**config.mk**
```make
export PLATFORM = sky130hd
export DESIGN_NAME = fetch_stage
export DESIGN_NICKNAME = d
export VERILOG_FILES = /design/src/rtl/isa_pkg.sv /design/src/rtl/core_pkg.sv /design/src/rtl/fetch_stage.sv
export VERILOG_INCLUDE_DIRS = /design/src /design/src/include
export SDC_FILE = /design/constraint.sdc
export NUM_CORES = 1
export LEC_CHECK = 0
export BUFFER_PORTS_ARGS = -buffer_cell sky130_fd_sc_hd__buf_2
export CORE_MARGIN = 8
export CORE_UTILIZATION = 35
export CTS_CLUSTER_DIAMETER = 50
export DETAILED_ROUTE_END_ITERATION = 6
export GPL_TIMING_DRIVEN = 0
export PLACE_DENSITY = 0.59
export SYNTH_ARGS = -nofsm -noshare
export SYNTH_HDL_FRONTEND = slang
export SYNTH_SLANG_ARGS = --single-unit
```
**constraint.sdc**
```tcl
create_clock -name clk -period 3.4 [get_ports clk]
set_input_delay 0.68 -clock clk [delete_from_list [all_inputs] [get_ports clk]]
set_output_delay 0.68 -clock clk [all_outputs]
set_load 0.05 [all_outputs]
```
**src/include/core_config.svh**
```systemverilog
`ifndef CORE_CONFIG_SVH
`define CORE_CONFIG_SVH

// half-word pc, one bit below the instruction word address
`define CORE_PC_W 14
`define CORE_IADDR_W 13
`define CORE_DADDR_W 17

`define CORE_XLEN 32
`define CORE_NREG 32
`define CORE_REG_W 5

// wait window entries
`define CORE_WIN_DEPTH 3

`endif

```
**src/rtl/isa_pkg.sv**
```systemverilog
`include "core_config.svh"

package isa_pkg;

	typedef enum logic [5:0] {
		OP_NOP  = 6'd0,
		OP_ADD  = 6'd1,
		OP_SUB  = 6'd2,
		OP_AND  = 6'd3,
		OP_OR   = 6'd4,
		OP_ADDI = 6'd5,
		OP_LW   = 6'd6,
		OP_SW   = 6'd7
	} op_e;

	// register form of the low half
	typedef struct packed {
		logic [`CORE_REG_W-1:0] rt;
		logic [10:0]            spare;
	} instr_rlo_t;

	// rt sits in the top bits of the immediate
	typedef union packed {
		logic [15:0] imm;
		instr_rlo_t  r;
	} instr_lo_t;

	typedef struct packed {
		op_e                    opcode;
		logic [`CORE_REG_W-1:0] rd;
		logic [`CORE_REG_W-1:0] rs;
		instr_lo_t              lo;
	} instr_t;

endpackage

```
**src/rtl/core_pkg.sv**
```systemverilog
`include "core_config.svh"

package core_pkg;

	typedef enum logic {
		FS_BEGIN  = 1'b0,
		FS_NORMAL = 1'b1
	} fetch_state_e;

	typedef enum logic [1:0] {
		UNIT_NONE = 2'd0,
		UNIT_ALU  = 2'd1,
		UNIT_MEM  = 2'd2
	} unit_e;

	// flags mark real dependences only, register 0 never sets one
	typedef struct packed {
		logic [`CORE_PC_W-1:0]  pc;
		isa_pkg::op_e           op;
		logic [`CORE_REG_W-1:0] rs;
		logic [`CORE_REG_W-1:0] rt;
		logic [`CORE_REG_W-1:0] rd;
		logic [`CORE_XLEN-1:0]  imm;
		unit_e                  unit;
		logic                   uses_rs;
		logic                   uses_rt;
		logic                   writes_rd;
	} uop_t;

	// instr[0] is the upper half of the fetched word
	typedef struct packed {
		isa_pkg::instr_t [1:0] instr;
		logic [1:0]            valid;
		logic [`CORE_PC_W-1:0] pc;
	} fetch_pair_t;

	typedef struct packed {
		logic                  valid;
		uop_t                  uop;
		logic [`CORE_XLEN-1:0] rs_val;
		logic [`CORE_XLEN-1:0] rt_val;
	} issue_t;

	typedef struct packed {
		logic                   valid;
		logic [`CORE_REG_W-1:0] rd;
		logic [`CORE_XLEN-1:0]  data;
	} wb_t;

endpackage

```
**src/rtl/fetch_stage.sv**
```systemverilog
`timescale 1ns/1ps
`include "core_config.svh"

module fetch_stage (
	input  logic                      clk,
	input  logic                      rstn,
	input  logic [2*`CORE_XLEN-1:0]   i_idata,
	input  logic                      i_win_busy,
	output logic [`CORE_IADDR_W-1:0]  o_iaddr,
	output core_pkg::fetch_pair_t     o_pair
);

	logic [`CORE_PC_W-1:0] pc;
	logic [`CORE_PC_W-1:0] if_pc;
	core_pkg::fetch_state_e state;
	logic was_busy;
	core_pkg::fetch_pair_t hold;
	core_pkg::fetch_pair_t fetched;

	assign o_iaddr = pc[`CORE_PC_W-1:1];

	// data arriving after a busy cycle belongs to a stale address
	always_comb begin
		fetched.instr[0] = isa_pkg::instr_t'(i_idata[2*`CORE_XLEN-1:`CORE_XLEN]);
		fetched.instr[1] = isa_pkg::instr_t'(i_idata[`CORE_XLEN-1:0]);
		fetched.valid = {2{~was_busy}};
		fetched.pc = if_pc;
	end

	always_ff @(posedge clk) begin
		if (!rstn) begin
			pc <= '0;
			if_pc <= '0;
			state <= core_pkg::FS_BEGIN;
			was_busy <= 1'b0;
			hold.valid <= '0;
			o_pair.valid <= '0;
		end else if (state == core_pkg::FS_BEGIN) begin
			pc <= {pc[`CORE_PC_W-1:1] + 1'b1, 1'b0};
			state <= core_pkg::FS_NORMAL;
		end else begin
			if_pc <= pc;
			was_busy <= i_win_busy;
			if (i_win_busy) begin
				// park the pair that met the rising edge of busy
				if (!was_busy)
					hold <= fetched;
			end else begin
				pc <= {pc[`CORE_PC_W-1:1] + 1'b1, 1'b0};
				o_pair <= was_busy ? hold : fetched;
			end
		end
	end

endmodule

```
==> metrics.cfg <==
[placed_design]
gp_congestion=0.765
portBuffers=159
place_area_sq_um=8130
dp_hpwl_microns=9760

[finish]
final_nets=617
final_area_sq_um=8750
drive_above_1_share_pct=50.9
area_delta_synth_final_pct=26.0
fillers=1750
antennaDiodeCount=0

[yosys]
synthAdderAreaFrac_pct=0.180
synth_top_family_by_area=multiplexers
yosys.area_share.xor_xnor_pct=1.26
synth_edf_count=156
synth_compound_area_share_pct=1.05
yosysWarnings=0
synthArstFlopShare_pct=0
ys_top_cells_by_area=edfxtp_1 67%, mux2_2 12%, dfxtp_1 9.2%, mux2i_1 2.0%, nor2b_1 1.3%
syn_area_per_cell_sq_um=18.8
synth_area_sq_um=6940
syn_inst=369
ys_seq_elements=188
yosys-top-cells-count=156 x edfxtp_1, 77 x mux2_2, 32 x dfxtp_1, 14 x mux2i_1, 14 x nor2b_1
synthSimpleGateAreaFrac_pct=5.28
synth_cell_types=32
synth.most_common_cell=edfxtp_1
synth_mux_area_share_pct=14.5
ys_dominant_reg_cell=edfxtp_1
synth_top_area_share_pct=67.5
yosysSeqAreaShare_pct=76.7
yosysTopAreaCell=edfxtp_1
synth_nets=437

[global_routing]
track_usage_pct=11.6
first_global_vias=4043
grt_max_degree=61
antenna_found_initial=0
gr-total-overflow=0
grt_pass1_wl_microns=21700

[sta]
setup_viol=0
timing.final.crit_share_pct=61.7
max_freq_mhz=477
tightestPinTransition_ns=0.672
final.setup_skew_ns=0.00853
fin_setup_tns_ns=0
finalHoldViolCount=0
rsz0062_at_grt=false
drv_slew=0
min_period_ns=2.10
slew-limit-headroom_pct=55.2

[routing]
drc=0
wl_per_cell_microns=17.0
drt-initial-drc-count=130
dr.pass1.iters=4
drtAntennaViolNets=0
vias=3688
routed_wl_microns=14100
viasPerCell=4.46

[job]
maxCapViolations=0

[worst_setup_path]
worstSetupStartpointType=flip-flop
cp.required_ns=3.49
r2r_slack_ns=1.30
cp-end-kind=flip-flop
cp_max_fo=60
path_class=flip-flop to flip-flop
critical_path_arrival_ns=2.19

[pwr]
p_per_area_nw_per_um2=575
irDropWorstVdd_uv=339
power_mw=5.03
p_leak_nw=3.31

[floorplan]
die_height_microns=157
start_util_pct=35.7
rows=51
chipWidth_microns=157
fp.coreArea_sq_um=19500
dieArea_sq_um=24600
io_pins=160

[clocking]
hold_buffers=0
cts_root_buf=clkbuf_16
clk_pin_slew_ns=0.07
clock_sinks=188
cts_tree=done
cts_buffers=17
clockBufferDepth=2
htreeDepth=4
cts_setup_buffers=0
post_cts_resized=0
insertion_delay_ns=0.42

[min_path]
worstHoldPathType=primary input to flip-flop

[outcome]
status=finished, final reports clean

## where the power goes
part | leakage, nW | internal [mW] | switching (mW)
registers | 1.70 | 2.58 | 0.0238
logic | 1.32 | 0.134 | 0.241
clock network | 0.288 | 1.18 | 0.877
total | 3.31 | 3.89 | 1.14
## path summary, 6_finish.rpt
| kind | from | endpoint | cells after the start |
|---|---|---|---|
| worst max-delay path | state | hold[46] | 4 |
| worst min-delay path | rstn | state | 1 |
| worst max register to register | state | hold[46] | 4 |
| worst min register to register | hold[15] | hold[15] | 1 |
## flip-flops by register name, summed over array words and instances (netlist names)
name      flops
pc           13
state         1
o_pair       80
hold         80
if_pc        13
was_busy      1
## worst max-delay path, stage by stage, from the launching register on
cell and delay, ns:
dfxtp_1 0.30, buf_2 0.27, buf_2 0.33, and3_4 0.47, buf_16 0.34
## through the flow
step / hold WS [ns] / setup slack [ns] / utilization (%) / instances
floorplan: 0.432 / 0.185 / - / 369
global placement: 0.441 / -1.16 / 41.5 / 793
detailed placement: 0.445 / 0.973 / 41.8 / 795
CTS: 0.426 / 1.25 / 45.0 / 827
global route: 0.445 / 1.14 / 45.0 / 827
finish: 0.454 / 1.30 / 45.0 / 827
## kinds of logic (layout without fill, tap and decap cells)
logic type	after synthesis	count (layout)
buffers and inverters	16	209
DFF	188	188
xor gates and xnor gates	10	10
adders and majority gates	1	1
AOI/OAI and AO/OA	9	9
muxes	91	91
and+or+nand+nor	54	54
## routing by layer
layer	part of all wire (%)	wire, microns	track usage, %
met1	43	6070	13.9
met2	49	6850	19.5
met3	7.3	1030	3.92
met4	0.95	134	3.30
met5	0	0	0
## placed cells by master, fill, tap and decap left out, types with 2 or more instances in the layout
cell type	Yosys	routed
nor3_1	2	2
o211a_1	2	2
nand2_1	5	5
nand4_1	4	4
nand2b_1	2	2
xor2_1	5	5
inv_1	2	2
and2_1	12	11
nor4b_2	2	2
nor2b_1	14	14
mux2i_1	14	14
buf_2	10	169
inv_8	0	4
clkinvlp_4	0	4
a21boi_0	2	2
clkbuf_1	4	5
nand3_1	3	3
dfxtp_1	32	32
edfxtp_1	156	156
bufinv_16	0	3
clkbuf_16	0	17
mux2_2	77	77
nand3b_1	2	2
o21a_1	2	2
xnor2_1	5	5
buf_16	0	2
## area by class of cell
class | instances | area, sq um | share of cell area (%)
Buffer | 14 | 65.1 | 0.744
Clock inverter | 14 | 186 | 2.13
Timing Repair Buffer | 161 | 851 | 9.72
Multi-Input combinational cell | 165 | 1550 | 17.8
Sequential cell | 188 | 5330 | 60.9
Inverter | 2 | 7.51 | 0.0858
Clock buffer | 18 | 429 | 4.90
Tap cell | 265 | 332 | 3.79
Note: power is estimated with default switching activity, not from simulation.
