$ cat src/include/core_config.svh
`ifndef CORE_CONFIG_SVH
`define CORE_CONFIG_SVH

// half-word pc, one bit below the instruction word address
`define CORE_PC_W 14
`define CORE_IADDR_W 13
`define CORE_DADDR_W 17

`define CORE_XLEN 32
`define CORE_NREG 32
`define CORE_REG_W 5

// wait window entries
`define CORE_WIN_DEPTH 3

`endif

$ cat src/rtl/isa_pkg.sv
`include "core_config.svh"

package isa_pkg;

	typedef enum logic [5:0] {
		OP_NOP  = 6'd0,
		OP_ADD  = 6'd1,
		OP_SUB  = 6'd2,
		OP_AND  = 6'd3,
		OP_OR   = 6'd4,
		OP_ADDI = 6'd5,
		OP_LW   = 6'd6,
		OP_SW   = 6'd7
	} op_e;

	// register form of the low half
	typedef struct packed {
		logic [`CORE_REG_W-1:0] rt;
		logic [10:0]            spare;
	} instr_rlo_t;

	// rt sits in the top bits of the immediate
	typedef union packed {
		logic [15:0] imm;
		instr_rlo_t  r;
	} instr_lo_t;

	typedef struct packed {
		op_e                    opcode;
		logic [`CORE_REG_W-1:0] rd;
		logic [`CORE_REG_W-1:0] rs;
		instr_lo_t              lo;
	} instr_t;

endpackage

$ cat src/rtl/core_pkg.sv
`include "core_config.svh"

package core_pkg;

	typedef enum logic {
		FS_BEGIN  = 1'b0,
		FS_NORMAL = 1'b1
	} fetch_state_e;

	typedef enum logic [1:0] {
		UNIT_NONE = 2'd0,
		UNIT_ALU  = 2'd1,
		UNIT_MEM  = 2'd2
	} unit_e;

	// flags mark real dependences only, register 0 never sets one
	typedef struct packed {
		logic [`CORE_PC_W-1:0]  pc;
		isa_pkg::op_e           op;
		logic [`CORE_REG_W-1:0] rs;
		logic [`CORE_REG_W-1:0] rt;
		logic [`CORE_REG_W-1:0] rd;
		logic [`CORE_XLEN-1:0]  imm;
		unit_e                  unit;
		logic                   uses_rs;
		logic                   uses_rt;
		logic                   writes_rd;
	} uop_t;

	// instr[0] is the upper half of the fetched word
	typedef struct packed {
		isa_pkg::instr_t [1:0] instr;
		logic [1:0]            valid;
		logic [`CORE_PC_W-1:0] pc;
	} fetch_pair_t;

	typedef struct packed {
		logic                  valid;
		uop_t                  uop;
		logic [`CORE_XLEN-1:0] rs_val;
		logic [`CORE_XLEN-1:0] rt_val;
	} issue_t;

	typedef struct packed {
		logic                   valid;
		logic [`CORE_REG_W-1:0] rd;
		logic [`CORE_XLEN-1:0]  data;
	} wb_t;

endpackage

$ cat src/rtl/reg_file.sv
`timescale 1ns/1ps
`include "core_config.svh"

module reg_file (
	input  logic                                         clk,
	input  logic                                         rstn,
	input  logic [`CORE_WIN_DEPTH-1:0][`CORE_REG_W-1:0]  i_rs_idx,
	input  logic [`CORE_WIN_DEPTH-1:0][`CORE_REG_W-1:0]  i_rt_idx,
	input  core_pkg::wb_t                                i_alu_wb,
	input  core_pkg::wb_t                                i_mem_wb,
	output logic [`CORE_WIN_DEPTH-1:0][`CORE_XLEN-1:0]   o_rs_val,
	output logic [`CORE_WIN_DEPTH-1:0][`CORE_XLEN-1:0]   o_rt_val
);

	logic [`CORE_XLEN-1:0] regs [`CORE_NREG];
	core_pkg::wb_t alu_q;
	core_pkg::wb_t mem_q;

	// writebacks waiting for the array take priority over it
	function automatic logic [`CORE_XLEN-1:0] read_port(input logic [`CORE_REG_W-1:0] idx);
		if (idx == '0)
			return '0;
		if (alu_q.valid && alu_q.rd == idx)
			return alu_q.data;
		if (mem_q.valid && mem_q.rd == idx)
			return mem_q.data;
		return regs[idx];
	endfunction

	always_comb begin
		for (int i = 0; i < `CORE_WIN_DEPTH; i++) begin
			o_rs_val[i] = read_port(i_rs_idx[i]);
			o_rt_val[i] = read_port(i_rt_idx[i]);
		end
	end

	always_ff @(posedge clk) begin
		if (!rstn) begin
			alu_q.valid <= 1'b0;
			mem_q.valid <= 1'b0;
		end else begin
			alu_q <= i_alu_wb;
			mem_q <= i_mem_wb;
		end
	end

	always_ff @(posedge clk) begin
		if (alu_q.valid && alu_q.rd != '0)
			regs[alu_q.rd] <= alu_q.data;
		if (mem_q.valid && mem_q.rd != '0)
			regs[mem_q.rd] <= mem_q.data;
	end

endmodule

$ cat config.mk
export PLATFORM = sky130hd
export DESIGN_NAME = reg_file
export DESIGN_NICKNAME = d
export VERILOG_FILES = /design/src/rtl/isa_pkg.sv /design/src/rtl/core_pkg.sv /design/src/rtl/reg_file.sv
export VERILOG_INCLUDE_DIRS = /design/src /design/src/include
export SDC_FILE = /design/constraint.sdc
export NUM_CORES = 2
export LEC_CHECK = 0
export BUFFER_PORTS_ARGS = -buffer_cell sky130_fd_sc_hd__buf_2
export CAP_MARGIN = 20
export CORE_ASPECT_RATIO = 1.4
export CORE_UTILIZATION = 25
export CTS_BUF_LIST = sky130_fd_sc_hd__clkbuf_2 sky130_fd_sc_hd__clkbuf_4 sky130_fd_sc_hd__clkbuf_8
export CTS_CLUSTER_DIAMETER = 50
export CTS_CLUSTER_SIZE = 28
export DETAILED_ROUTE_END_ITERATION = 12
export PLACE_DENSITY = 0.35
export SYNTH_ARGS = -nofsm -noshare
export SYNTH_HDL_FRONTEND = slang
export SYNTH_SLANG_ARGS = --single-unit
$ cat constraint.sdc
create_clock -name clk -period 4.5 [get_ports clk]
set_clock_uncertainty 0.15 [all_clocks]
set_input_delay 0.45 -clock clk [delete_from_list [all_inputs] [get_ports clk]]
set_output_delay 0.45 -clock clk [all_outputs]
set_load 0.03 [all_outputs]
==> flow_summary.toml <==
[run_status]
status = "complete, no violations"

[min_path]
hold_path.startpoint = "i_alu_wb[36]"
holdPathStages = 2
min_to = "alu_q[36]"
hold_path_class = "input pin to flop"

[synth]
ys_seq_elements = 1100
synth_edf_count = 1098
yosys_warnings = 0
syn_avg_cell_area_um2 = 13.9
syn_area_um2 = 98600
async_flop_share_pct = 0
synth_cell_types = 51
ys_seq_area_share_pct = 33.5
syn_inst = 7110
synth_ff_type = "edfxtp_1"

[sta]
period_needed_ns = 4.45
slew_violations = 0
post-route-period-util_pct = 98.8
maxSlewHeadroom_pct = 25.7
finalSetupViolCount = 0
tightestPinTransition_ns = 1.11
clock.fmax_mhz = 225
hold_violations = 0

[worst_setup_path]
max_stage_delay_ns = 0.66
path_delay_family = "compound AO/OA/AOI/OAI gates"
critical-path-slowest-cell = "a221oi_1"
cp-end-kind = "output pin"
r2r-end = "regs[9][27]"
r2r_slack_ns = 1.01
r2r_start = "alu_q[37]"
worstPathRequired_ns = 3.90
worst-setup-path-type = "flop to output pin"
path_buf_inv = 1
cp-start-kind = "flop"
worstPathMaxFanout = 6
crit_chain = "mux4_2, mux2_2, a221oi_1, nor4_1, a221o_1, buf_2"
r2r.worst_path.cells = 5
crit_arrival_ns = 3.85

[detailed_routing]
vias_per_cell = 6.52
drt_iter0_drc = 11100
wl_um = 661000
wl_per_cell_um = 51.0
dr.pass1.iters = 10
drcViolationCount = 0
route.vias.total = 84400
ant_nets = 0

[flow_run]
drv_cap = 0

[clock_tree]
cts.sinks = 1100
numCtsBuffers = 218
cts_root_buf = "clkbuf_8"
cts.htree.levels = 4
clk_latency_ns = 1.19
cts_tree = "done"
clk_pin_slew_ns = 0.08
clk_path_buf_depth = 4

[floorplan]
coreArea_um2 = 392000
fp.dieH_um = 745
rows = 272
fp.dieW_um = 533
start_util_pct = 25.1
die_area_um2 = 397000
ioPinCount = 300

[pwr]
leakage_nw = 40.4
max-vdd-ir-drop_mv = 0.224
total_power_mw = 33.9
power_density_nw_per_um2 = 285

[global_routing]
grt_pass1_wl_um = 852000
grt_pass1_vias = 83200
grt-ovfl-total = 0
grt_max_degree = 63
grtUsageTotal_pct = 32.4
antenna_found_initial = 45

[final_layout]
num-fill-cells = 39300
drive_above_1_share_pct = 53.9
syn2layout_area_growth_pct = 20.5
final_util_pct = 30.3
nNetsFinal = 7645
stdcell_count = 12900

[placed_design]
dp_hpwl_um = 430000
dpl.cell_count = 12300
gp_congestion = 0.927
io_buffers = 299
## flip-flops by register name, summed over array words and instances, names as in the netlist
register / cells
mem_q: 38
regs: 1024
alu_q: 38
## synthesized netlist by cell type, types with 72 or more instances
cell         n  area (um^2)
o221ai_1   225         1970
clkbuf_1   659         2470
buf_1       72          270
a22o_1     126         1100
nand2_1    226          848
o211a_1     90          901
edfxtp_1  1098        33000
and3_1      79          494
nor4_1     176         1100
a211oi_1   131          983
a221o_1    184         1840
mux4_2    1164        26200
a22oi_1     78          586
a221oi_1   229         2010
mux2_2    1298        14600
mux2i_1    556         5570
buf_2      271         1360
## cells in the final DEF, fill, tap and decap left out, types with 16 or more instances in the layout
cell type         n
buf_2           272
edfxtp_1       1098
mux2i_1         556
xnor2_1          32
nor4_2           41
buf_12          211
a22oi_1          78
and3_1           73
nor4_1          135
a211oi_1        124
clkinv_2         28
dlygate4sd3_1   150
o22ai_4          17
o21ai_0          30
nor2_4           23
a221oi_1        225
inv_6            32
a221o_1         179
nand2_1         211
bufinv_16        22
clkbuf_4         16
conb_1           32
mux2_1           44
o211a_1          90
o21ai_4          16
mux4_2         1164
xor2_1           28
diode_2          18
clkbuf_8        220
o221ai_1        223
a22o_1          126
mux2_2         1298
clkinvlp_4       23
a21oi_1          35
buf_4           598
clkinv_4         27
## per-layer routing
metal	up-vias	global-route usage [%]	share of wire, %	wire (um)
met3	1669	7.89	8.7	57300
met1	45500	38.0	37	244000
met5	-	0.290	0.040	264
li1	31500	-	-	-
met4	18	24.2	8.8	57900
met2	5702	51.5	46	301000
## how the worst max path moves through the flow
stage                 start      endpoint  depth (start not counted)
2_1_floorplan     alu_q[32]   regs[16][0]                          4
3_3_place_gp   i_rt_idx[14]  o_rt_val[95]                          9
3_5_place_dp    i_rt_idx[9]  o_rt_val[43]                          9
4_1_cts        regs[27][13]  o_rs_val[77]                          7
5_1_grt           mem_q[36]  o_rt_val[23]                         11
6_report        regs[28][6]  o_rs_val[70]                          6
## final cells by class
class,count,area [um^2],area share (%)
diodes,18,45.0,0.0379
clock buffers,236,3150,2.65
clock inverters,172,1890,1.59
inverters,5,20.0,0.0168
multi-input cells,4947,62100,52.3
flip-flops and latches,1100,33000,27.8
well taps,5206,6510,5.48
repair buffers,1265,12100,10.2
## cell families after synthesis
kind of cell	synth area share (%)
compound gates	10.2
simple gates	3.30
mux	47.5
other cells	0.00380
buf+inv	4.96
flops	33.5
xor+xnor	0.533
## metrics by stage
stage	setup slack (ns)	instance area [um^2]	hold WS [ns]	setup TNS, ns
finish	0.0527	119000	0.0600	0
global route	-0.0142	119000	0.0671	-0.0300
CTS	0.000529	119000	0.0162	0
detailed placement	0.264	111000	0.478	0
global placement	-0.606	111000	0.477	-0.606
floorplan	0.603	98700	0.348	0
## timing repair
item                       4_1_cts  5_1_grt
buffers inserted                42        2
pin swaps                       12        2
hold buffers                   150        0
setup endpoints to repair      186       50
gates resized for setup         75       16
hold endpoints to repair       136        0
cloned                           2        0
## power by group
part,internal (mW),leakage [nW],switching (mW)
Sequential,11.6,9.99,0.360
Clock,6.31,2.52,6.34
Combinational,3.70,27.9,5.60
No activity file was read; power rests on OpenSTA's default activity.
