==> config.mk <==
export PLATFORM = sky130hd
export DESIGN_NAME = alu_unit
export DESIGN_NICKNAME = d
export VERILOG_FILES = /design/src/rtl/isa_pkg.sv /design/src/rtl/core_pkg.sv /design/src/rtl/alu_unit.sv
export VERILOG_INCLUDE_DIRS = /design/src /design/src/include
export SDC_FILE = /design/constraint.sdc
export NUM_CORES = 1
export LEC_CHECK = 0
export ABC_CLOCK_PERIOD_IN_PS = 8100
export BUFFER_PORTS_ARGS = -buffer_cell sky130_fd_sc_hd__clkbuf_2
export CAP_MARGIN = 20
export CORE_MARGIN = 1
export CORE_UTILIZATION = 44
export DETAILED_ROUTE_END_ITERATION = 7
export PLACE_DENSITY = 0.78
export SLEW_MARGIN = 20
export SYNTH_ARGS = -nofsm -noshare
export SYNTH_HDL_FRONTEND = slang
export SYNTH_SLANG_ARGS = --single-unit
export TNS_END_PERCENT = 10
==> constraint.sdc <==
create_clock -name clk -period 8.1 [get_ports clk]
set_clock_uncertainty 0.2 [all_clocks]
set_input_delay 1.62 -clock clk [delete_from_list [all_inputs] [get_ports clk]]
set_output_delay 1.62 -clock clk [all_outputs]
set_load 0.02 [all_outputs]
==> src/include/core_config.svh <==
`ifndef CORE_CONFIG_SVH
`define CORE_CONFIG_SVH

// half-word pc, one bit below the instruction word address
`define CORE_PC_W 14
`define CORE_IADDR_W 13
`define CORE_DADDR_W 17

`define CORE_XLEN 32
`define CORE_NREG 32
`define CORE_REG_W 5

// wait window entries
`define CORE_WIN_DEPTH 3

`endif

==> src/rtl/isa_pkg.sv <==
`include "core_config.svh"

package isa_pkg;

	typedef enum logic [5:0] {
		OP_NOP  = 6'd0,
		OP_ADD  = 6'd1,
		OP_SUB  = 6'd2,
		OP_AND  = 6'd3,
		OP_OR   = 6'd4,
		OP_ADDI = 6'd5,
		OP_LW   = 6'd6,
		OP_SW   = 6'd7
	} op_e;

	// register form of the low half
	typedef struct packed {
		logic [`CORE_REG_W-1:0] rt;
		logic [10:0]            spare;
	} instr_rlo_t;

	// rt sits in the top bits of the immediate
	typedef union packed {
		logic [15:0] imm;
		instr_rlo_t  r;
	} instr_lo_t;

	typedef struct packed {
		op_e                    opcode;
		logic [`CORE_REG_W-1:0] rd;
		logic [`CORE_REG_W-1:0] rs;
		instr_lo_t              lo;
	} instr_t;

endpackage

==> src/rtl/core_pkg.sv <==
`include "core_config.svh"

package core_pkg;

	typedef enum logic {
		FS_BEGIN  = 1'b0,
		FS_NORMAL = 1'b1
	} fetch_state_e;

	typedef enum logic [1:0] {
		UNIT_NONE = 2'd0,
		UNIT_ALU  = 2'd1,
		UNIT_MEM  = 2'd2
	} unit_e;

	// flags mark real dependences only, register 0 never sets one
	typedef struct packed {
		logic [`CORE_PC_W-1:0]  pc;
		isa_pkg::op_e           op;
		logic [`CORE_REG_W-1:0] rs;
		logic [`CORE_REG_W-1:0] rt;
		logic [`CORE_REG_W-1:0] rd;
		logic [`CORE_XLEN-1:0]  imm;
		unit_e                  unit;
		logic                   uses_rs;
		logic                   uses_rt;
		logic                   writes_rd;
	} uop_t;

	// instr[0] is the upper half of the fetched word
	typedef struct packed {
		isa_pkg::instr_t [1:0] instr;
		logic [1:0]            valid;
		logic [`CORE_PC_W-1:0] pc;
	} fetch_pair_t;

	typedef struct packed {
		logic                  valid;
		uop_t                  uop;
		logic [`CORE_XLEN-1:0] rs_val;
		logic [`CORE_XLEN-1:0] rt_val;
	} issue_t;

	typedef struct packed {
		logic                   valid;
		logic [`CORE_REG_W-1:0] rd;
		logic [`CORE_XLEN-1:0]  data;
	} wb_t;

endpackage

==> src/rtl/alu_unit.sv <==
`timescale 1ns/1ps
`include "core_config.svh"

module alu_unit (
	input  logic              clk,
	input  logic              rstn,
	input  core_pkg::issue_t  i_issue,
	output core_pkg::wb_t     o_wb
);

	logic [`CORE_XLEN-1:0] result;

	always_comb begin
		case (i_issue.uop.op)
			isa_pkg::OP_ADD:  result = i_issue.rs_val + i_issue.rt_val;
			isa_pkg::OP_SUB:  result = i_issue.rs_val - i_issue.rt_val;
			isa_pkg::OP_AND:  result = i_issue.rs_val & i_issue.rt_val;
			isa_pkg::OP_OR:   result = i_issue.rs_val | i_issue.rt_val;
			isa_pkg::OP_ADDI: result = i_issue.rs_val + i_issue.uop.imm;
			default:          result = '0;
		endcase
	end

	always_ff @(posedge clk) begin
		o_wb.rd <= i_issue.uop.rd;
		o_wb.data <= result;
		// r0 targets produce no writeback
		if (!rstn)
			o_wb.valid <= 1'b0;
		else
			o_wb.valid <= i_issue.valid && i_issue.uop.writes_rd;
	end

endmodule

==> impl_summary.log <==
INFO  metric gp_congestion = 0.930
INFO  metric routed_wire_length_per_instance = 17.5 um
INFO  metric vias_per_cell = 6.32
INFO  metric h-tree-depth = 2
INFO  metric grt_setup_unrepaired = no
INFO  metric ys_dominant_reg_cell = sky130_fd_sc_hd__dfxtp_1
INFO  metric outcome = completed
INFO  metric clockRootBuffer = sky130_fd_sc_hd__clkbuf_8
INFO  metric finalMaxSlewViolations = 0
INFO  metric die-area = 10400 sq um
INFO  metric totalNegativeSetupSlack = 0 ns
INFO  metric nets = 901
INFO  metric min_delay_path_class = input port to flop
INFO  metric die_outline_width = 102 um
INFO  metric synthMostInstantiatedCell = sky130_fd_sc_hd__o21ai_0
INFO  metric max_slew_margin = 0.348
INFO  metric timing.critical_path.max_delay_family = simple AND/OR/NAND/NOR gates
INFO  metric top_regs = o_wb: 38 flops
INFO  metric cp_common_cell = sky130_fd_sc_hd__or3_1
INFO  metric postRouteAntennaNets = 0
INFO  metric buffer_ports.inserted = 148
INFO  metric io-pin-count = 177
INFO  metric crit_chain = clkbuf_2 -> inv_1 -> ha_1 -> or3b_1 -> or3_1 -> or3_1 -> or4_1 -> nor4_1 -> nor3_1 -> a221o_1 -> ha_1 -> a21oi_1 -> o21ai_0 -> or3_1 -> o21ai_0 -> a31oi_1 -> a41oi_1 -> or4b_1 -> nand3_1
INFO  metric drt_iter0_markers = 402
INFO  metric timing.final.crit_share = 0.837
INFO  metric power_per_cell_area = 117 nW/um^2
INFO  metric grt_usage = 0.284
INFO  metric yosysTopAreaCell = sky130_fd_sc_hd__dfxtp_1
INFO  metric hold_ws = 1.22 ns
INFO  metric initial_core_util = 0.453
INFO  metric netlist.area_leader.share = 0.173
INFO  metric cts_buffers = 5
INFO  metric synth.top_cells.by_count = 71 x sky130_fd_sc_hd__o21ai_0, 61 x sky130_fd_sc_hd__nand2_1, 39 x sky130_fd_sc_hd__a21oi_1, 39 x sky130_fd_sc_hd__ha_1
INFO  metric worst_setup_path_start_kind = input port
INFO  metric yosys_warning_count = 0
INFO  metric top_register = o_wb
INFO  metric setup_viol_count_final = 0
INFO  metric crit_required = 8.14 ns
INFO  metric cts_sink_cnt = 38
INFO  metric leakagePower = 0.00247 uW
INFO  metric drv_cap = 0
INFO  metric worst_setup_hold_path_clk_slew = 0.08 ns
INFO  metric postRouteWirelength = 15000 um
INFO  metric worstPathBufferInverterCount = 2
INFO  metric timing.setup.critical_path_class = input port to flop
INFO  metric cts_tree = built
INFO  metric worst_ep_arrival_time = 6.82 ns
INFO  metric cts_setup_buffers = 0
INFO  metric worstMarginPinSlew = 0.976 ns
INFO  metric post_cts_resize_count = 0
INFO  metric global_route.overflow_total = 0
INFO  metric detailedRoute.firstPassIterationCount = 5
INFO  metric synth_sequential_area_ratio = 0.173
INFO  metric number_of_flip_flops_under_the_largest_register_name = 38
INFO  metric maximum_number_of_pins_on_one_net_before_global_route_repair = 65
INFO  metric max-clock-path-buffers = 2
INFO  metric netlist_instances = 599
INFO  metric timing.fmax = 147 MHz
INFO  metric critPathMaxFanout = 10
INFO  metric postSynthRegisterBits = 38
INFO  metric grt_pass1_vias = 4973
INFO  metric mean_instance_size_in_the_synthesized_netlist = 7.35 sq um
INFO  metric dp.final_hpwl = 11100 um
INFO  metric cell_area_after_technology_mapping = 4400 sq um
INFO  metric via_count = 5412
INFO  metric layout-drive-gt1-share = 0.245
INFO  metric shortest_period_the_worst_path_allows = 6.78 ns
INFO  metric placeable_core_region = 9730 sq um
INFO  metric synth_fp_nets = 778
INFO  metric grt_antenna_before_repair = 0
INFO  metric count_of_hold_fix_buffers_inserted_at_cts = 0
INFO  metric worst_path_largest_cell_delay = 0.64 ns
INFO  metric area_delta_synth_final = 20.1%
INFO  metric number_of_enable_flip_flop_cells_after_synthesis = 0
INFO  metric fin_total_pwr = 621 uW
INFO  metric grt_first_pass_wirelength = 23400 um
INFO  metric antenna_cells_inserted = 0
INFO  metric ys_async_sr_fraction = 0
INFO  metric netlist-cell-type-count = 67
INFO  metric timing_hold_violations_final = 0
INFO  metric max-vdd-ir-drop = 0.0647 mV
INFO  metric biggest_area_contributors_in_the_synthesized_netlist = sky130_fd_sc_hd__dfxtp_1 17%, sky130_fd_sc_hd__ha_1 11%, sky130_fd_sc_hd__o21ai_0 8.1%
INFO  metric worst_setup_ep_type = flop
INFO  metric route.detailed.drc = 0
INFO  metric timing.critical_path.slowest_stage_cell = sky130_fd_sc_hd__or4_1
INFO  metric placement_rows = 36
INFO  metric die_y = 102 um
==> layer usage <==
layer	routed length, um	vias up	share of wire	global-route usage
met2	7020	305	0.47	0.467
met1	6130	2513	0.41	0.360
met5	0	-	0	0
met4	397	0	0.027	0.127
met3	1400	42	0.093	0.0547
li1	-	2552	-	-
==> final cells by class <==
| type | instances | area [sq um] |
|---|---|---|
| timing repair buffer | 154 | 786 |
| multi-input combinational | 511 | 3420 |
| fill | 964 | 4440 |
| sequential | 38 | 761 |
| clock inverter | 3 | 40.0 |
| tap | 133 | 166 |
| clock buffer | 5 | 68.8 |
| inverter | 12 | 45.0 |
==> kinds of logic (layout without fill, tap and decap cells) <==
logic type / count (synthesis) / count (layout) / share of synthesized area
AO/OA/AOI/OAI: 252 / 252 / 0.382
XOR/XNOR: 25 / 25 / 0.0497
adder cells (fa/ha/maj): 40 / 40 / 0.115
buffers and inverters: 50 / 174 / 0.0526
flip-flops: 38 / 38 / 0.173
multiplexers: 4 / 4 / 0.00966
AND/OR/NAND/NOR: 190 / 190 / 0.218
==> cells in the final DEF (no fill, tap or decap), types with 6 or more instances in the layout <==
| cell | synthesis | layout |
|---|---|---|
| sky130_fd_sc_hd__clkbuf_2 | 0 | 148 |
| sky130_fd_sc_hd__o21ai_0 | 71 | 70 |
| sky130_fd_sc_hd__nand2_1 | 61 | 61 |
| sky130_fd_sc_hd__a21oi_1 | 39 | 39 |
| sky130_fd_sc_hd__ha_1 | 39 | 39 |
| sky130_fd_sc_hd__a21o_1 | 38 | 38 |
| sky130_fd_sc_hd__dfxtp_1 | 38 | 38 |
| sky130_fd_sc_hd__a22oi_1 | 30 | 30 |
| sky130_fd_sc_hd__nor2_1 | 29 | 27 |
| sky130_fd_sc_hd__nor3_1 | 22 | 22 |
| sky130_fd_sc_hd__nand3_1 | 17 | 17 |
| sky130_fd_sc_hd__o311ai_0 | 15 | 15 |
| sky130_fd_sc_hd__xor2_1 | 13 | 13 |
| sky130_fd_sc_hd__inv_1 | 12 | 12 |
| sky130_fd_sc_hd__xnor2_1 | 12 | 12 |
| sky130_fd_sc_hd__nor4_1 | 12 | 12 |
| sky130_fd_sc_hd__or3_1 | 10 | 10 |
| sky130_fd_sc_hd__o211ai_1 | 7 | 7 |
| sky130_fd_sc_hd__a211oi_1 | 6 | 6 |
| sky130_fd_sc_hd__a31oi_1 | 6 | 6 |
| sky130_fd_sc_hd__a221o_1 | 6 | 6 |
| sky130_fd_sc_hd__buf_4 | 1 | 6 |
==> power breakdown <==
group | total, uW | switching, uW | internal [uW]
sequential | 196 | 1.88 | 194
combinational | 258 | 153 | 104
clock | 167 | 76.5 | 90.8
==> path summary, 6_finish.rpt <==
kind	startpoint	endpoint	slack, ns	cells after the start
max	i_issue[0]	o_wb[25]$_DFF_P_	1.32	19
min	i_issue[105]	o_wb[36]$_DFF_P_	1.22	1
==> metrics by stage <==
stage               setup WS [ns]  instances  utilization  area [sq um]
floorplan                    1.91        599            -          4400
global placement             1.24        848        0.532          5180
detailed placement           1.12        848        0.532          5180
CTS                          1.42        856        0.543          5290
global route                0.944        856        0.543          5290
finish                       1.32        856        0.543          5290
Note: power is estimated with default switching activity, not from simulation.
