`src/include/core_config.svh`:
```
`ifndef CORE_CONFIG_SVH
`define CORE_CONFIG_SVH

// half-word pc, one bit below the instruction word address
`define CORE_PC_W 14
`define CORE_IADDR_W 13
`define CORE_DADDR_W 17

`define CORE_XLEN 32
`define CORE_NREG 32
`define CORE_REG_W 5

// wait window entries
`define CORE_WIN_DEPTH 3

`endif

```
`src/rtl/isa_pkg.sv`:
```
`include "core_config.svh"

package isa_pkg;

	typedef enum logic [5:0] {
		OP_NOP  = 6'd0,
		OP_ADD  = 6'd1,
		OP_SUB  = 6'd2,
		OP_AND  = 6'd3,
		OP_OR   = 6'd4,
		OP_ADDI = 6'd5,
		OP_LW   = 6'd6,
		OP_SW   = 6'd7
	} op_e;

	// register form of the low half
	typedef struct packed {
		logic [`CORE_REG_W-1:0] rt;
		logic [10:0]            spare;
	} instr_rlo_t;

	// rt sits in the top bits of the immediate
	typedef union packed {
		logic [15:0] imm;
		instr_rlo_t  r;
	} instr_lo_t;

	typedef struct packed {
		op_e                    opcode;
		logic [`CORE_REG_W-1:0] rd;
		logic [`CORE_REG_W-1:0] rs;
		instr_lo_t              lo;
	} instr_t;

endpackage

```
`src/rtl/core_pkg.sv`:
```
`include "core_config.svh"

package core_pkg;

	typedef enum logic {
		FS_BEGIN  = 1'b0,
		FS_NORMAL = 1'b1
	} fetch_state_e;

	typedef enum logic [1:0] {
		UNIT_NONE = 2'd0,
		UNIT_ALU  = 2'd1,
		UNIT_MEM  = 2'd2
	} unit_e;

	// flags mark real dependences only, register 0 never sets one
	typedef struct packed {
		logic [`CORE_PC_W-1:0]  pc;
		isa_pkg::op_e           op;
		logic [`CORE_REG_W-1:0] rs;
		logic [`CORE_REG_W-1:0] rt;
		logic [`CORE_REG_W-1:0] rd;
		logic [`CORE_XLEN-1:0]  imm;
		unit_e                  unit;
		logic                   uses_rs;
		logic                   uses_rt;
		logic                   writes_rd;
	} uop_t;

	// instr[0] is the upper half of the fetched word
	typedef struct packed {
		isa_pkg::instr_t [1:0] instr;
		logic [1:0]            valid;
		logic [`CORE_PC_W-1:0] pc;
	} fetch_pair_t;

	typedef struct packed {
		logic                  valid;
		uop_t                  uop;
		logic [`CORE_XLEN-1:0] rs_val;
		logic [`CORE_XLEN-1:0] rt_val;
	} issue_t;

	typedef struct packed {
		logic                   valid;
		logic [`CORE_REG_W-1:0] rd;
		logic [`CORE_XLEN-1:0]  data;
	} wb_t;

endpackage

```
`src/rtl/instr_decoder.sv`:
```
`timescale 1ns/1ps
`include "core_config.svh"

module instr_decoder (
	input  isa_pkg::instr_t        i_instr,
	input  logic                   i_valid,
	input  logic [`CORE_PC_W-1:0]  i_pc,
	output core_pkg::uop_t         o_uop,
	output logic                   o_valid
);

	core_pkg::unit_e unit;
	logic uses_rt;
	logic writes_rd;

	always_comb begin
		unit = core_pkg::UNIT_NONE;
		uses_rt = 1'b0;
		writes_rd = 1'b0;
		case (i_instr.opcode)
			isa_pkg::OP_ADD, isa_pkg::OP_SUB, isa_pkg::OP_AND, isa_pkg::OP_OR: begin
				unit = core_pkg::UNIT_ALU;
				uses_rt = 1'b1;
				writes_rd = 1'b1;
			end
			isa_pkg::OP_ADDI: begin
				unit = core_pkg::UNIT_ALU;
				writes_rd = 1'b1;
			end
			isa_pkg::OP_LW: begin
				unit = core_pkg::UNIT_MEM;
				writes_rd = 1'b1;
			end
			isa_pkg::OP_SW: begin
				unit = core_pkg::UNIT_MEM;
				uses_rt = 1'b1;
			end
			default: unit = core_pkg::UNIT_NONE;
		endcase
	end

	always_comb begin
		o_uop.pc = i_pc;
		o_uop.op = i_instr.opcode;
		o_uop.rs = i_instr.rs;
		o_uop.rt = i_instr.lo.r.rt;
		o_uop.rd = i_instr.rd;
		o_uop.imm = {{(`CORE_XLEN-16){i_instr.lo.imm[15]}}, i_instr.lo.imm};
		o_uop.unit = unit;
		// r0 carries no dependence
		o_uop.uses_rs = (unit != core_pkg::UNIT_NONE) && (i_instr.rs != '0);
		o_uop.uses_rt = uses_rt && (i_instr.lo.r.rt != '0);
		o_uop.writes_rd = writes_rd && (i_instr.rd != '0);
	end

	// nop and unknown opcodes never enter the window
	assign o_valid = i_valid && (unit != core_pkg::UNIT_NONE);

endmodule

```
`config.mk`:
```
export PLATFORM = sky130hd
export DESIGN_NAME = instr_decoder
export DESIGN_NICKNAME = d
export VERILOG_FILES = /design/src/rtl/isa_pkg.sv /design/src/rtl/core_pkg.sv /design/src/rtl/instr_decoder.sv
export VERILOG_INCLUDE_DIRS = /design/src /design/src/include
export SDC_FILE = /design/constraint.sdc
export NUM_CORES = 1
export LEC_CHECK = 0
export BUFFER_PORTS_ARGS = -buffer_cell sky130_fd_sc_hd__buf_4
export CORE_ASPECT_RATIO = 1.5
export CORE_MARGIN = 3
export CORE_UTILIZATION = 29
export DETAILED_ROUTE_END_ITERATION = 10
export MAX_ROUTING_LAYER = met4
export PLACE_DENSITY = 0.95
export SLEW_MARGIN = 20
export SYNTH_ARGS = -nofsm -noshare
export SYNTH_HDL_FRONTEND = slang
export SYNTH_SLANG_ARGS = --single-unit
```
`constraint.sdc`:
```
create_clock -name vclk -period 1.5
set_input_delay 0.15 -clock vclk [all_inputs]
set_output_delay 0.15 -clock vclk [all_outputs]
set_load 0.05 [all_outputs]
```
==> results of run 1 <==
Yosys cell counts, drive strengths merged:
cell | count | area, µm²
buf | 67 | 503
inv | 1 | 3.75
o31ai | 1 | 7.51
nor3 | 2 | 15.0
a21oi | 2 | 10.0
or4 | 2 | 15.0
and3 | 1 | 6.26
nand3b | 1 | 7.51
xor2 | 1 | 8.76
a311oi | 1 | 8.76
nor2 | 4 | 15.0
o21ai | 2 | 10.0
cell type report:
| type | instances | area share [%] |
|---|---|---|
| timing repair buffer | 71 | 79.2 |
| tap | 21 | 3.90 |
| inverter | 1 | 0.558 |
| multi-input combinational | 17 | 16.4 |
logic make-up after synthesis:
kind of cell	after synthesis	share of synthesized area (%)
buffers and inverters	68	83.0
AND/OR/NAND/NOR	10	9.63
AO/OA/AOI/OAI	6	5.94
XOR/XNOR	1	1.43
routing by layer:
metal	vias up	part of all wire, %	global-route usage (%)
met5	-	0	-
li1	213	-	-
met2	68	43	15.2
met4	0	5.2	4.53
met1	193	28	8.28
met3	14	24	4.91
worst min-delay path by stage:
stage	to	depth (start not counted)
4_1_cts	o_uop[13]	0
6_report	o_uop[60]	0
5_1_grt	o_uop[7]	0
3_5_place_dp	o_uop[13]	0
2_1_floorplan	o_uop[10]	1
3_3_place_gp	o_uop[13]	0
report_power, final:
group,leakage (nW),internal (mW),switching [mW],total [mW]
Clock,0,0,0,0
Sequential,0,0,0,0
Combinational,0.385,0.125,0.287,0.412
worst max-delay path, delay by kind of cell:
family          cells  cell delay, ps
buf+inv             2             310
compound gates      1             130
simple gates        2             580
through the flow:
stage | cells | worst slack, ps | hold slack [ps] | power [mW] | util (%)
after floorplan | 85 | 61.7 | 467 | 0.513 | -
after global placement | 110 | 188 | 300 | 0.412 | 35.4
after detailed placement | 110 | 185 | 300 | 0.415 | 35.4
after CTS | 110 | 180 | 300 | 0.416 | 35.4
after global routing | 110 | 79.6 | 300 | 0.428 | 35.4
final | 110 | 186 | 300 | 0.412 | 35.4
==> metrics.csv, run 1 <==
stage;metric;value;unit
status;status;finished, final reports clean;
sta;Final setup viols;0;
finish;layout cells sized above 1;82.0;%
routing;Final ANT Viol Nets;0;
power;Power Density;613;nW/µm²
finish;Reg area;0;µm²
global_route;GRT Total Usage;9.19;%
synthesis;Cell Area, Synth;611;µm²
synthesis;syn_nets;132;
floorplan;Die Ht;62.2;µm
setup_path;Crit. Startpoint;i_instr[11];
synthesis;Avg Inst Size Synth;7.18;µm²
setup_path;Critical Path RT;1350;ps
finish;most common cell after layout, fill and taps aside;buf_4;
power;P_leak;0.385;nW
routing;Vias;488;
floorplan;starting density of the core;32.1;%
setup_path;critical path cell sequence;buf_4, or4_1, o21ai_1, nor2_1, buf_4;
sta;worst slew pin tran;518;ps
finish;clkbuf count;0;
sta;relative slew slack;65.2;%
floorplan;Rows;19;
floorplan;core area;1900;µm²
finish;n_diodes;0;
placement;Port Buffers;70;
cts;postcts setup bufs;0;
setup_path;Startpoint Class;primary input;
placement;GP Congestion;0.623;
sta;Final Hold Vio Count;0;
floorplan;number of I/O pins;120;
synthesis;Mapped Cells;85;
setup_path;Crit Path Class;in -> out;
cts;CTS-repair resized insts;0;
routing;Avg WL per Cell;12.6;µm
finish;Multi-input gate area;110;µm²
floorplan;die area;2700;µm²
finish;most frequent cells in the layout;buf_4 (71), nor2_1 (4), a21oi_1 (2), or4_1 (2);
setup_path;CP Capture Point;o_uop[1];
finish;final instance area;673;µm²
finish;fin nets;138;
min_path;Hold Crit Class;in -> out;
global_route;largest net degree at the start of global routing;20;
setup_path;Worst setup EP type;output port;
synthesis;Seq/Total Area, Yosys;0;%
synthesis;Unique masters post-synth;14;
finish;FFs & Latches;0;
placement;Placed Area;673;µm²
run;Max Cap Viol;0;
global_route;vias in the first global route;461;
setup_path;CP Data Arrival Time;1160;ps
placement;post-DP HPWL;1.25;mm
sta;period utilization;87.6;%
sta;fin crit period;1310;ps
routing;DR vias/cell;4.44;
sta;FMAX;0.761;GHz
cts;CTS Hold Bufs;0;
sta;setup TNS;0;ps
setup_path;Max stage delay on crit path;520;ps
routing;drt pass-1 iters;4;
routing;Initial DRC Count;2;
sta;RSZ-0062 raised after global routing;no;
setup_path;CP Max Fanout;3;
setup_path;cell mode on critical path;buf_4;
routing;Total Wirelength;1.38;mm
routing;drt drc;0;
sta;final slew viol count;0;
global_route;first-pass GRT wire length;2.03;mm
min_path;worst hold start;i_pc[2];
finish;Synth-to-Final Area Change;10.2;%
finish;Layout fillers;190;
setup_path;Slowest-stage cell, CP;or4_1;
global_route;grt total ovfl;0;
global_route;antenna violations before repair;0;
synthesis;Yosys warnings;0;
floorplan;DIE WIDTH;43.5;µm
power;Worst IR Drop VDD;0.000178;V
(Power assumes the default switching activity.)
==> run 2, diff against run 1 <==
--- a/config.mk
+++ b/config.mk
@@ -13,6 +13,7 @@
 export DETAILED_ROUTE_END_ITERATION = 10
 export MAX_ROUTING_LAYER = met4
 export PLACE_DENSITY = 0.95
+export REMOVE_ABC_BUFFERS = 1
 export SLEW_MARGIN = 20
 export SYNTH_ARGS = -nofsm -noshare
 export SYNTH_HDL_FRONTEND = slang
==> run 2 against run 1 <==
Final cell count unchanged. Cell area decreased by 0.93%. Global-route usage increased by 9.5 points. Sequential share of layout area unchanged. Worst setup slack improved by 2.3 ps. Clock-buffer cell count unchanged. Hold slack about the same. Largest cell class unchanged.
==> metrics.csv, run 2 (same netlist as run 1, synthesis figures left out) <==
stage;metric;value;unit;change
status;status;finished, final reports clean;;
floorplan;Die Ht;62.2;µm;unchanged
finish;n_diodes;0;;unchanged
power;Power Density;623;nW/µm²;+1.6%
global_route;largest net degree at the start of global routing;20;;unchanged
finish;layout cells sized above 1;80.9;%;-1.1 points
finish;Layout fillers;207;;+8.9%
setup_path;cell mode on critical path;buf_4;;
sta;period utilization;87.5;%;-0.15 points
global_route;antenna violations before repair;0;;unchanged
routing;DR vias/cell;4.65;;+4.7%
sta;relative slew slack;69.0;%;+3.8 points
floorplan;starting density of the core;32.1;%;unchanged
routing;Final ANT Viol Nets;0;;unchanged
setup_path;Startpoint Class;primary input;;
finish;Reg area;0;µm²;unchanged
sta;final slew viol count;0;;unchanged
finish;Multi-input gate area;104;µm²;-5.7%
cts;CTS-repair resized insts;0;;unchanged
placement;placed cells;110;;unchanged
setup_path;Slowest-stage cell, CP;or4_1;;
sta;worst slew pin tran;461;ps;-56.6 ps
sta;final hold slack;300;ps;+0.445 ps
setup_path;Worst setup EP type;output port;;
routing;Initial DRC Count;9;;+7
finish;FFs & Latches;0;;unchanged
finish;Synth-to-Final Area Change;9.22;%;
global_route;grt total ovfl;0;;unchanged
setup_path;Crit Path Class;in -> out;;
finish;most frequent cells in the layout;buf_4 (71), nor2_1 (4), a21oi_1 (2), or4_1 (2);;
floorplan;DIE WIDTH;43.5;µm;unchanged
floorplan;Rows;19;;unchanged
floorplan;number of I/O pins;120;;unchanged
setup_path;CP Data Arrival Time;1160;ps;about the same
global_route;first-pass GRT wire length;3.43;mm;+69%
sta;fin crit period;1310;ps;-2.32 ps
sta;Final Hold Vio Count;0;;unchanged
sta;RSZ-0062 raised after global routing;no;;
placement;post-DP HPWL;2.53;mm;+100%
placement;Port Buffers;70;;unchanged
power;P_leak;0.383;nW;-0.37%
power;Worst IR Drop VDD;0.000289;V;+63%
routing;Avg WL per Cell;24.3;µm;+94%
min_path;Hold Crit Class;in -> out;;
run;Max Cap Viol;0;;unchanged
routing;drt pass-1 iters;4;;unchanged
placement;dpl ws;179;ps;-6.36 ps
setup_path;Critical Path RT;1350;ps;about the same
setup_path;critical path cell sequence;buf_4, or4_1, nor2_1, a311oi_1, buf_4;;
sta;setup TNS;0;ps;unchanged
setup_path;CP Max Fanout;2;;-1
global_route;GRT Total Usage;18.7;%;+9.5 points
sta;FMAX;0.762;GHz;+0.18%
routing;Vias;511;;+4.7%
sta;Final setup viols;0;;unchanged
routing;drt drc;0;;unchanged
finish;Finished Layout Cells;110;;unchanged
sta;setup ws final;188;ps;+2.32 ps
setup_path;Crit path max-delay family;simple AND/OR/NAND/NOR gates;;
routing;Total Wirelength;2.68;mm;+94%
cts;CTS Hold Bufs;0;;unchanged
cts;postcts setup bufs;0;;unchanged
setup_path;WP buf/inv;2;;unchanged
placement;GP Congestion;0.704;;+13%
finish;most common cell after layout, fill and taps aside;buf_4;;
global_route;vias in the first global route;530;;+15%
floorplan;core area;1900;µm²;unchanged
finish;fin nets;138;;unchanged
setup_path;Max stage delay on crit path;530;ps;about the same
finish;clkbuf count;0;;unchanged
floorplan;die area;2700;µm²;unchanged
run 2: cell counts in the layout (fill, tap and decap cells not counted):
No cell type changed its count.
run 2: through the flow:
step | utilization (%) | power, mW | instance area, µm²
floorplan | - | 0.0309 | 108
CTS | 35.1 | 0.418 | 667
global route | 35.1 | 0.431 | 667
global placement | 35.1 | 0.412 | 667
finish | 35.1 | 0.415 | 667
detailed placement | 35.1 | 0.417 | 667
run 2: path summary, 6_finish.rpt:
path / slack [ps] / endpoint / startpoint / cells past startpoint
setup / recovery: 190 / o_uop[0] / i_instr[21] / 5
hold / removal: 300 / o_uop[70] / i_pc[12] / 0
run 2: layout make-up:
type / count / area share, %
repair buffers: 71 / 79.9
well taps: 21 / 3.94
inverters: 1 / 0.563
multi-input cells: 17 / 15.6
run 2: where the power goes:
group / switching, mW / internal, mW / total (mW)
combinational: 0.290 / 0.125 / 0.415
clock: 0 / 0 / 0
sequential: 0 / 0 / 0
run 2: metal layers:
layer / vias up / share of wire, % / global-route usage [%]
met3: 0 / 26 / 17.9
met5: - / 0 / -
met4: 0 / 0 / 0
li1: 213 / - / -
met1: 207 / 22 / 12.6
met2: 91 / 52 / 35.0
